[config.mk]
export PLATFORM = sky130hd
export DESIGN_NAME = ex_stage
export DESIGN_NICKNAME = d
export VERILOG_FILES = /design/src/rtl/ex_pkg.sv /design/src/rtl/ex_stage.sv /design/src/rtl/ex_writeback.sv /design/src/rtl/ex_offload_disp.sv /design/src/rtl/ex_mult.sv /design/src/rtl/ex_alu.sv
export SDC_FILE = /design/constraint.sdc
export NUM_CORES = 2
export LEC_CHECK = 0
export ABC_AREA = 1
export BUFFER_PORTS_ARGS = -buffer_cell sky130_fd_sc_hd__buf_4
export CAP_MARGIN = 40
export CORE_MARGIN = 1
export CORE_UTILIZATION = 31
export DETAILED_ROUTE_END_ITERATION = 12
export SLEW_MARGIN = 20
export SYNTH_ARGS = -nofsm -noshare
export SYNTH_HDL_FRONTEND = slang
export SYNTH_SLANG_ARGS = --single-unit
[constraint.sdc]
create_clock -name clk -period 13.65 [get_ports clk]
set_input_delay 1.365 -clock clk [delete_from_list [all_inputs] [get_ports clk]]
set_output_delay 1.365 -clock clk [all_outputs]
set_load 0.05 [all_outputs]
[src/rtl/ex_pkg.sv]
////////////////////
// Shared types for the execute stage
// Holds the data width, the decode command, the register file write
// and the accelerator request and response channels
////////////////////

package ex_pkg;

  localparam int XLEN = 32;

  typedef logic [4:0] reg_addr_t;
  typedef logic [3:0] acc_op_t;

  // Unit that runs a command
  typedef enum logic [2:0] {
    UNIT_NONE = 3'd0,
    UNIT_ALU  = 3'd1,
    UNIT_MULT = 3'd2,
    UNIT_OFF  = 3'd3,
    UNIT_LSU  = 3'd4
  } unit_e;

  // Integer ops first, branch compares from 10 up
  typedef enum logic [3:0] {
    ALU_ADD  = 4'd0,
    ALU_SUB  = 4'd1,
    ALU_AND  = 4'd2,
    ALU_OR   = 4'd3,
    ALU_XOR  = 4'd4,
    ALU_SLT  = 4'd5,
    ALU_SLTU = 4'd6,
    ALU_SLL  = 4'd7,
    ALU_SRL  = 4'd8,
    ALU_SRA  = 4'd9,
    ALU_EQ   = 4'd10,
    ALU_NE   = 4'd11,
    ALU_LT   = 4'd12,
    ALU_GE   = 4'd13
  } alu_op_e;

  typedef enum logic [1:0] {
    MUL    = 2'd0,
    MULH   = 2'd1,
    MULHU  = 2'd2,
    MULHSU = 2'd3
  } mult_op_e;

  // One command from decode
  typedef struct packed {
    unit_e           unit;
    alu_op_e         alu_op;
    mult_op_e        mult_op;
    acc_op_t         acc_op;
    logic [XLEN-1:0] op_a;
    logic [XLEN-1:0] op_b;
    logic [XLEN-1:0] op_c;
    logic            is_branch;
    reg_addr_t       waddr;
    logic            we;
  } ex_cmd_t;

  typedef struct packed {
    logic            we;
    reg_addr_t       waddr;
    logic [XLEN-1:0] wdata;
  } rf_wr_t;

  // Tag carries the destination register
  typedef struct packed {
    logic            valid;
    acc_op_t         op;
    logic [XLEN-1:0] op_a;
    logic [XLEN-1:0] op_b;
    reg_addr_t       tag;
  } acc_req_t;

  typedef struct packed {
    logic            valid;
    logic [XLEN-1:0] result;
    reg_addr_t       tag;
  } acc_rsp_t;

endpackage
[src/rtl/ex_stage.sv]
////////////////////
// Execute stage top level
// Connects ALU, multiplier, offload dispatcher and result ports
// NUM_CREDITS sets the accelerator request credits
////////////////////

`timescale 1ns/100ps

module ex_stage #(
  parameter int NUM_CREDITS = 2
) (
  input  logic                    clk,
  input  logic                    rst_n,
  input  ex_pkg::ex_cmd_t         cmd_i,
  output ex_pkg::rf_wr_t          fw_o,
  output ex_pkg::rf_wr_t          wb_o,
  output logic                    branch_decision_o,
  output logic [ex_pkg::XLEN-1:0] jump_target_o,
  input  logic                    lsu_ready_ex_i,
  input  logic [ex_pkg::XLEN-1:0] lsu_rdata_i,
  input  logic                    lsu_err_i,
  input  logic                    wb_ready_i,
  output ex_pkg::acc_req_t        acc_req_o,
  input  logic                    acc_credit_i,
  input  ex_pkg::acc_rsp_t        acc_rsp_i,
  output logic                    ex_ready_o,
  output logic                    ex_valid_o
);

  logic                    mult_en;
  logic                    off_en;
  logic [ex_pkg::XLEN-1:0] alu_result;
  logic                    alu_cmp;
  logic [ex_pkg::XLEN-1:0] mult_result;
  logic                    mult_ready;
  logic                    disp_ready;
  logic [7:0]              outstanding_q;

  // Unit decode
  assign mult_en = (cmd_i.unit == ex_pkg::UNIT_MULT);
  assign off_en  = (cmd_i.unit == ex_pkg::UNIT_OFF);

  // To fetch
  assign branch_decision_o = alu_cmp & cmd_i.is_branch;
  assign jump_target_o     = cmd_i.op_c;

  ex_alu u_alu (
    .op_i     (cmd_i.alu_op),
    .a_i      (cmd_i.op_a),
    .b_i      (cmd_i.op_b),
    .result_o (alu_result),
    .cmp_o    (alu_cmp)
  );

  ex_mult u_mult (
    .clk        (clk),
    .rst_n      (rst_n),
    .en_i       (mult_en),
    .op_i       (cmd_i.mult_op),
    .a_i        (cmd_i.op_a),
    .b_i        (cmd_i.op_b),
    .ex_ready_i (ex_ready_o),
    .result_o   (mult_result),
    .ready_o    (mult_ready)
  );

  ex_offload_disp #(
    .NUM_CREDITS (NUM_CREDITS)
  ) u_offload_disp (
    .clk          (clk),
    .rst_n        (rst_n),
    .en_i         (off_en),
    .cmd_i        (cmd_i),
    .ex_ready_i   (ex_ready_o),
    .acc_credit_i (acc_credit_i),
    .acc_req_o    (acc_req_o),
    .ready_o      (disp_ready)
  );

  ex_writeback u_writeback (
    .clk            (clk),
    .rst_n          (rst_n),
    .cmd_i          (cmd_i),
    .alu_result_i   (alu_result),
    .mult_result_i  (mult_result),
    .mult_ready_i   (mult_ready),
    .disp_ready_i   (disp_ready),
    .acc_rsp_i      (acc_rsp_i),
    .lsu_ready_ex_i (lsu_ready_ex_i),
    .lsu_rdata_i    (lsu_rdata_i),
    .lsu_err_i      (lsu_err_i),
    .wb_ready_i     (wb_ready_i),
    .fw_o           (fw_o),
    .wb_o           (wb_o),
    .ex_ready_o     (ex_ready_o),
    .ex_valid_o     (ex_valid_o)
  );

  ////////////////////
  // Outstanding requests, seen from the ports
  ////////////////////
  always_ff @(posedge clk or negedge rst_n) begin
    if (!rst_n) begin
      outstanding_q <= '0;
    end else begin
      outstanding_q <= outstanding_q + 8'(acc_req_o.valid) - 8'(acc_rsp_i.valid);
    end
  end

  rsp_expected_a: assert property (@(posedge clk) disable iff (!rst_n)
    acc_rsp_i.valid |-> (outstanding_q != '0))
    else $error("accelerator response without outstanding request");

endmodule

[src/rtl/ex_writeback.sv]
////////////////////
// Result ports and stage handshake
// Accelerator responses win the forward port, loads go
// through the EX/WB register to the writeback port
////////////////////

`timescale 1ns/100ps

module ex_writeback (
  input  logic                    clk,
  input  logic                    rst_n,
  input  ex_pkg::ex_cmd_t         cmd_i,
  input  logic [ex_pkg::XLEN-1:0] alu_result_i,
  input  logic [ex_pkg::XLEN-1:0] mult_result_i,
  input  logic                    mult_ready_i,
  input  logic                    disp_ready_i,
  input  ex_pkg::acc_rsp_t        acc_rsp_i,
  input  logic                    lsu_ready_ex_i,
  input  logic [ex_pkg::XLEN-1:0] lsu_rdata_i,
  input  logic                    lsu_err_i,
  input  logic                    wb_ready_i,
  output ex_pkg::rf_wr_t          fw_o,
  output ex_pkg::rf_wr_t          wb_o,
  output logic                    ex_ready_o,
  output logic                    ex_valid_o
);

  logic              fw_req;
  logic              contention;
  logic              consumed;
  logic              lsu_wr;
  logic              lsu_we_q;
  ex_pkg::reg_addr_t lsu_waddr_q;

  // ALU and MUL write at once, high products only when done
  assign fw_req = cmd_i.we & ((cmd_i.unit == ex_pkg::UNIT_ALU) |
                              ((cmd_i.unit == ex_pkg::UNIT_MULT) & mult_ready_i));

  assign contention = acc_rsp_i.valid & fw_req;

  ////////////////////
  // Forward port mux
  ////////////////////
  always_comb begin
    if (acc_rsp_i.valid) begin
      fw_o = '{we: 1'b1, waddr: acc_rsp_i.tag, wdata: acc_rsp_i.result};
    end else begin
      fw_o.we    = fw_req;
      fw_o.waddr = cmd_i.waddr;
      fw_o.wdata = (cmd_i.unit == ex_pkg::UNIT_MULT) ? mult_result_i : alu_result_i;
    end
  end

  // Branches always finish in EX
  assign ex_ready_o = (~contention & mult_ready_i & disp_ready_i & lsu_ready_ex_i &
                       wb_ready_i) | cmd_i.is_branch;
  assign consumed   = (cmd_i.unit != ex_pkg::UNIT_NONE) & ex_ready_o;
  assign ex_valid_o = consumed | acc_rsp_i.valid;

  // Load error drops the write
  assign lsu_wr = consumed & (cmd_i.unit == ex_pkg::UNIT_LSU) & cmd_i.we & ~lsu_err_i;

  ////////////////////
  // EX/WB register
  ////////////////////
  always_ff @(posedge clk or negedge rst_n) begin
    if (!rst_n) begin
      lsu_we_q <= 1'b0;
    end else if (wb_ready_i) begin
      lsu_we_q <= lsu_wr;
    end
  end

  always_ff @(posedge clk) begin
    if (wb_ready_i && lsu_wr) begin
      lsu_waddr_q <= cmd_i.waddr;
    end
  end

  // Load data arrives from the LSU one cycle later
  assign wb_o = '{we: lsu_we_q, waddr: lsu_waddr_q, wdata: lsu_rdata_i};

  fw_no_x0_a: assert property (@(posedge clk) disable iff (!rst_n)
    fw_o.we |-> (fw_o.waddr != '0))
    else $error("forward write to x0");

endmodule

[src/rtl/ex_offload_disp.sv]
////////////////////
// Offload dispatcher for the shared accelerator
// Issues one request per consumed offload command against
// a credit counter, credits come back as single-cycle pulses
////////////////////

`timescale 1ns/100ps

module ex_offload_disp #(
  parameter int NUM_CREDITS = 2
) (
  input  logic             clk,
  input  logic             rst_n,
  input  logic             en_i,
  input  ex_pkg::ex_cmd_t  cmd_i,
  input  logic             ex_ready_i,
  input  logic             acc_credit_i,
  output ex_pkg::acc_req_t acc_req_o,
  output logic             ready_o
);

  localparam int CW = $clog2(NUM_CREDITS + 1);

  logic [CW-1:0] credits_q;
  logic [CW-1:0] credits_d;
  logic          issue;

  // Request goes out in the cycle the command is consumed
  assign issue = en_i & ex_ready_i;

  always_comb begin
    credits_d = credits_q;
    if (issue) begin
      credits_d = credits_d - 1'b1;
    end
    if (acc_credit_i) begin
      credits_d = credits_d + 1'b1;
    end
  end

  always_ff @(posedge clk or negedge rst_n) begin
    if (!rst_n) begin
      credits_q <= CW'(NUM_CREDITS);
    end else begin
      credits_q <= credits_d;
    end
  end

  // Stall an offload command until a credit is available
  assign ready_o = ~en_i | (credits_q != '0);

  ////////////////////
  // Request channel
  ////////////////////
  assign acc_req_o.valid = issue;
  assign acc_req_o.op    = cmd_i.acc_op;
  assign acc_req_o.op_a  = cmd_i.op_a;
  assign acc_req_o.op_b  = cmd_i.op_b;
  // Destination register travels as the tag
  assign acc_req_o.tag   = cmd_i.waddr;

  credits_max_a: assert property (@(posedge clk) disable iff (!rst_n)
    credits_q <= CW'(NUM_CREDITS))
    else $error("more credits returned than issued");

  no_credit_issue_a: assert property (@(posedge clk) disable iff (!rst_n)
    issue |-> (credits_q != '0))
    else $error("accelerator request issued without credit");

endmodule

[src/rtl/ex_mult.sv]
////////////////////
// Integer multiplier
// MUL is combinational, the high products take three cycles
// and hold ready low for the first two
////////////////////

`timescale 1ns/100ps

module ex_mult (
  input  logic                    clk,
  input  logic                    rst_n,
  input  logic                    en_i,
  input  ex_pkg::mult_op_e        op_i,
  input  logic [ex_pkg::XLEN-1:0] a_i,
  input  logic [ex_pkg::XLEN-1:0] b_i,
  input  logic                    ex_ready_i,
  output logic [ex_pkg::XLEN-1:0] result_o,
  output logic                    ready_o
);

  typedef enum logic [1:0] {S_IDLE, S_LO, S_HI} state_e;

  state_e              state_q;
  logic                start;
  logic signed [32:0]  a_q;
  logic signed [32:0]  b_q;
  logic signed [65:0]  acc_q;
  logic signed [65:0]  hi_part;
  logic signed [65:0]  prod;

  // High product requested from idle
  assign start = en_i & (op_i != ex_pkg::MUL);

  always_ff @(posedge clk or negedge rst_n) begin
    if (!rst_n) begin
      state_q <= S_IDLE;
    end else begin
      unique case (state_q)
        S_IDLE:  if (start) state_q <= S_LO;
        S_LO:    state_q <= S_HI;
        // Leave once the stage consumes the result
        S_HI:    if (ex_ready_i) state_q <= S_IDLE;
        default: state_q <= S_IDLE;
      endcase
    end
  end

  // Operand capture and first partial product
  always_ff @(posedge clk) begin
    if (state_q == S_IDLE && start) begin
      a_q <= {(op_i != ex_pkg::MULHU) & a_i[31], a_i};
      b_q <= {(op_i == ex_pkg::MULH) & b_i[31], b_i};
    end
    if (state_q == S_LO) begin
      // a times the unsigned low half of b
      acc_q <= a_q * $signed({1'b0, b_q[15:0]});
    end
  end

  // Signed upper half of b added in the last cycle
  assign hi_part = a_q * $signed(b_q[32:16]);
  assign prod    = acc_q + (hi_part <<< 16);

  assign result_o = (state_q == S_HI) ? prod[63:32] : a_i * b_i;
  assign ready_o  = (state_q == S_HI) | ((state_q == S_IDLE) & ~start);

  // Decode must hold the command while the FSM works on it
  op_stable_a: assert property (@(posedge clk) disable iff (!rst_n)
    (state_q != S_IDLE) |-> $stable(op_i))
    else $error("multiplier op changed while busy");

endmodule

[src/rtl/ex_alu.sv]
////////////////////
// Integer ALU of the execute stage
// Purely combinational, also produces the branch comparison
////////////////////

`timescale 1ns/100ps

module ex_alu (
  input  ex_pkg::alu_op_e         op_i,
  input  logic [ex_pkg::XLEN-1:0] a_i,
  input  logic [ex_pkg::XLEN-1:0] b_i,
  output logic [ex_pkg::XLEN-1:0] result_o,
  output logic                    cmp_o
);

  logic       eq;
  logic       lt_s;
  logic       lt_u;
  logic [4:0] shamt;

  // Shared comparators for slt, sltu and the branches
  assign eq    = (a_i == b_i);
  assign lt_s  = ($signed(a_i) < $signed(b_i));
  assign lt_u  = (a_i < b_i);
  // Only the low five bits count for shifts
  assign shamt = b_i[4:0];

  always_comb begin
    result_o = '0;
    cmp_o    = 1'b0;
    unique case (op_i)
      ex_pkg::ALU_ADD:  result_o = a_i + b_i;
      ex_pkg::ALU_SUB:  result_o = a_i - b_i;
      ex_pkg::ALU_AND:  result_o = a_i & b_i;
      ex_pkg::ALU_OR:   result_o = a_i | b_i;
      ex_pkg::ALU_XOR:  result_o = a_i ^ b_i;
      ex_pkg::ALU_SLT:  result_o = {{(ex_pkg::XLEN-1){1'b0}}, lt_s};
      ex_pkg::ALU_SLTU: result_o = {{(ex_pkg::XLEN-1){1'b0}}, lt_u};
      ex_pkg::ALU_SLL:  result_o = a_i << shamt;
      ex_pkg::ALU_SRL:  result_o = a_i >> shamt;
      // Arithmetic shift keeps the sign
      ex_pkg::ALU_SRA:  result_o = $unsigned($signed(a_i) >>> shamt);
      ////////////////////
      // Branch compares
      ////////////////////
      ex_pkg::ALU_EQ:   cmp_o = eq;
      ex_pkg::ALU_NE:   cmp_o = ~eq;
      ex_pkg::ALU_LT:   cmp_o = lt_s;
      ex_pkg::ALU_GE:   cmp_o = ~lt_s;
      default: begin
        result_o = '0;
        cmp_o    = 1'b0;
      end
    endcase
  end

endmodule

==> results by group <==
Timing
  • Least-Margin Pin Slew: 0.9749 ns
  • Fin Setup TNS: 0 ns
  • Maximum clock frequency: about 0.089 GHz
  • Setup WS post-layout: 2.401 ns
  • RSZ-0062 raised after global routing: false
  • Slew HR: 35.01%
  • Tcrit/Tclk final: just over 80%
  • Final Hold Viols: 0
  • Post-layout minimum cycle time: 11.25 ns
  • Final setup fails: 0
  • Clk_skew: around 0.026 ns
  • Final Max Tran Viols: 0

Floorplan
  • DIE HEIGHT: 483.7 µm
  • Core area: 230300 µm²
  • IO Count: 377
  • Chip width: between 400 and 500 µm
  • Initial core utilization: between 30% and 40%
  • Row count: between 150 and 200
  • Die area: around 230000 µm²

Place
  • RePlAce Congestion: about 1.0
  • Pre-CTS setup slack: 3.027 ns
  • I/O Buffers: 240
  • Hpwl dp: ~220000 µm

Setup path
  • CP endpoint kind: output pin
  • Worst-path fanout max: 20
  • CP max stage delay: between 0.8 and 0.9 ns
  • CP startpoint kind: flip-flop
  • Critical path data arrival time: a little under 10 ns
  • CP required: ~12 ns
  • Setup CP Type: reg -> out
  • Slowest cell on crit path: edfxtp_1
  • Reg2reg path depth: 21
  • Crit path top cell by count: inv_1

Cells and area
  • Final-stage net count: ~12000
  • Commonest non-fill, non-tap cells in the layout: inv_1, nand2_1, fa_1, ha_1, a21oi_1
  • Proportion of layout cells with a drive suffix above 1: around 4.7%
  • Area Overhead vs Synth: 5.216%
  • Commonest non-fill, non-tap cell in the layout: inv_1

Global routing
  • Global-route usage over all layers: a little under a quarter
  • Top Usage Layer GRT: met2
  • Met1 Usage GRT: between 30% and 40%
  • M2 GR Usage: between 30% and 40%
  • Congestion Overflow GR: 0
  • First-pass GRT wire length: a little over 400000 µm
  • Vias in the first global route: about 64000
  • Grt met3 use: 3.122%
  • Largest net degree at the start of global routing: 77
  • Antenna violations before repair: 12

Logic synthesis
  • Post-Syn Area: 71930 µm²
  • Synth Area in Compound Gates: under 10%
  • Asr flop ratio synth: under 10%
  • Syn_area_per_cell: just over 7 µm²
  • Synth Warn #: 0
  • Synth Area in XOR/XNOR: under 10%
  • Syn Inst Count: roughly 9900
  • Count of cell types in the netlist: 70
  • Synth Flop Type: edfxtp_1
  • Post-Syn Nets: around 12000
  • Post-Synth Simple-Gate Area: between 10% and 20%
  • Main combinational cell family by area after synthesis: adder cells
  • Post-Synth Adder-Cell Area: 48.58%
  • Sequential fraction of the synthesis area: between 4 and 5%
  • Post-synth EDFFs: roughly 110
  • Yosys reg bits: 110
  • Mux cell area share after synthesis: 0.09740%

Clock tree
  • Clk slew on worst S/H paths: 0.10 ns
  • Post-CTS Setup Bufs: 0
  • H-tree depth: 3
  • Clock buffer depth: 2
  • Num CTS Buffers: 9
  • CTS Sinks: 110
  • Clk_lat worst skew: 0.44 ns
  • Root Buffer: clkbuf_16
  • CTS tree: built
  • Number of hold buffers added after cts: 0
  • Resize count post-CTS: 0

Hold path
  • Hold Crit Class: reg -> reg
  • Hold path depth: 2

Detailed routing
  • Wirelength, routed: approximately 270000 µm
  • Via density: about 5
  • Wire per inst: around 21 µm
  • Vias: roughly 63000
  • Residual DRC: 0
  • Iter 0 DRT Violations: approximately 6000
  • Post-DRT Antenna Nets: 0
  • DR pass1 iterations: 6

Status
  • Status: complete, no violations

Run
  • Max cap viols: 0
final timing paths:
| path | from | end | slack [ns] |
|---|---|---|---|
| worst max-delay path | u_mult.b_q[22] | fw_o[12] | 2.40 |
| worst min-delay path | u_writeback.lsu_we_q | u_writeback.lsu_we_q | 0.54 |
| worst max register to register | u_mult.a_q[7] | u_mult.acc_q[27] | 6.06 |
| worst min register to register | u_writeback.lsu_we_q | u_writeback.lsu_we_q | 0.54 |
| max in group asynchronous | rst_n | u_offload_disp.credits_q[1] | 12.72 |
| min in group asynchronous | rst_n | u_writeback.lsu_we_q | 0.73 |
cell type report:
class                   instances  area, µm²
fillers                     24955     154700
diodes                          4      10.01
multi-input cells            6503      55650
inverters                    2667      10010
repair buffers                342       2633
well taps                    3026       3786
clock inverters                 7      91.34
clock buffers                   9      225.2
flip-flops and latches        110       3279
kinds of logic (layout without fill, tap and decap cells):
logic type | after synthesis | in the layout
AND/OR/NAND/NOR | 3334 | 3334
other | 0 | 4
adder cells (fa/ha/maj) | 1933 | 1933
buffers and inverters | 3280 | 3025
XOR/XNOR | 136 | 136
multiplexers | 7 | 7
flip-flops | 110 | 110
AO/OA/AOI/OAI | 1093 | 1093
critical path, delay by kind of cell (launching register included):
kind | cells | cell delay (ns)
adders and majority gates | 8 | 3.64
DFF | 1 | 0.86
AOI/OAI and AO/OA | 9 | 2.69
and+or+nand+nor | 7 | 0.90
buffers and inverters | 9 | 1.14
xor gates and xnor gates | 1 | 0.18
synth_stat cells (10+ instances only):
| cell | instances | area share (%) |
|---|---|---|
| fa_1 | 1433 | 40 |
| nand2_2 | 10 | 0.087 |
| xor2_1 | 76 | 0.93 |
| nand3b_1 | 10 | 0.10 |
| inv_2 | 15 | 0.078 |
| o31ai_1 | 11 | 0.11 |
| edfxtp_1 | 105 | 4.4 |
| nor2_1 | 392 | 2.0 |
| buf_1 | 39 | 0.20 |
| nor3_1 | 48 | 0.33 |
| o22ai_1 | 30 | 0.26 |
| o221ai_1 | 13 | 0.16 |
| nand2_1 | 2558 | 13 |
| o21ai_1 | 53 | 0.37 |
| xnor2_1 | 59 | 0.72 |
| o2111ai_1 | 10 | 0.12 |
| nor4_1 | 14 | 0.12 |
| a21oi_1 | 416 | 2.9 |
| nand3_1 | 218 | 1.5 |
| buf_4 | 150 | 1.6 |
| or2_2 | 21 | 0.18 |
| buf_2 | 71 | 0.49 |
| o21ai_0 | 325 | 2.3 |
| ha_1 | 500 | 8.7 |
| a31oi_1 | 60 | 0.52 |
| a21o_1 | 26 | 0.27 |
| a211oi_1 | 11 | 0.11 |
| o21a_1 | 27 | 0.28 |
| clkbuf_1 | 343 | 1.8 |
| o211ai_1 | 33 | 0.34 |
| nand4_1 | 40 | 0.35 |
| o21bai_1 | 19 | 0.20 |
| o21ai_2 | 11 | 0.13 |
| inv_1 | 2650 | 14 |
through the flow:
| step | hold slack [ns] | utilization [%] | cell area [µm²] | std cells |
|---|---|---|---|---|
| after detailed placement | 0.5255 | 32.71 | 75340 | 12646 |
| final | 0.5429 | 32.86 | 75690 | 12668 |
| after global placement | 0.5276 | 32.65 | 75200 | 12636 |
| after CTS | 0.5396 | 32.84 | 75650 | 12662 |
| after global routing | 0.5748 | 32.86 | 75680 | 12665 |
| after floorplan | 0.4490 | - | 71930 | 9893 |
metal layers:
metal	share of wire [%]	vias up
li1	-	28276
met1	41	31021
met2	45	2817
met3	7.7	536
met4	6.4	4
met5	0.0081	-
flip-flops by register name (all words and copies together) (netlist names):
register,cells
u_mult.acc_q,34
u_offload_disp.credits_q,2
u_writeback.lsu_waddr_q,5
u_mult.b_q,33
u_writeback.lsu_we_q,1
u_mult.state_q,2
u_mult.a_q,33
Power is not shown: default switching activity piles up to over one toggle a cycle in this logic, so the estimate is an artifact.
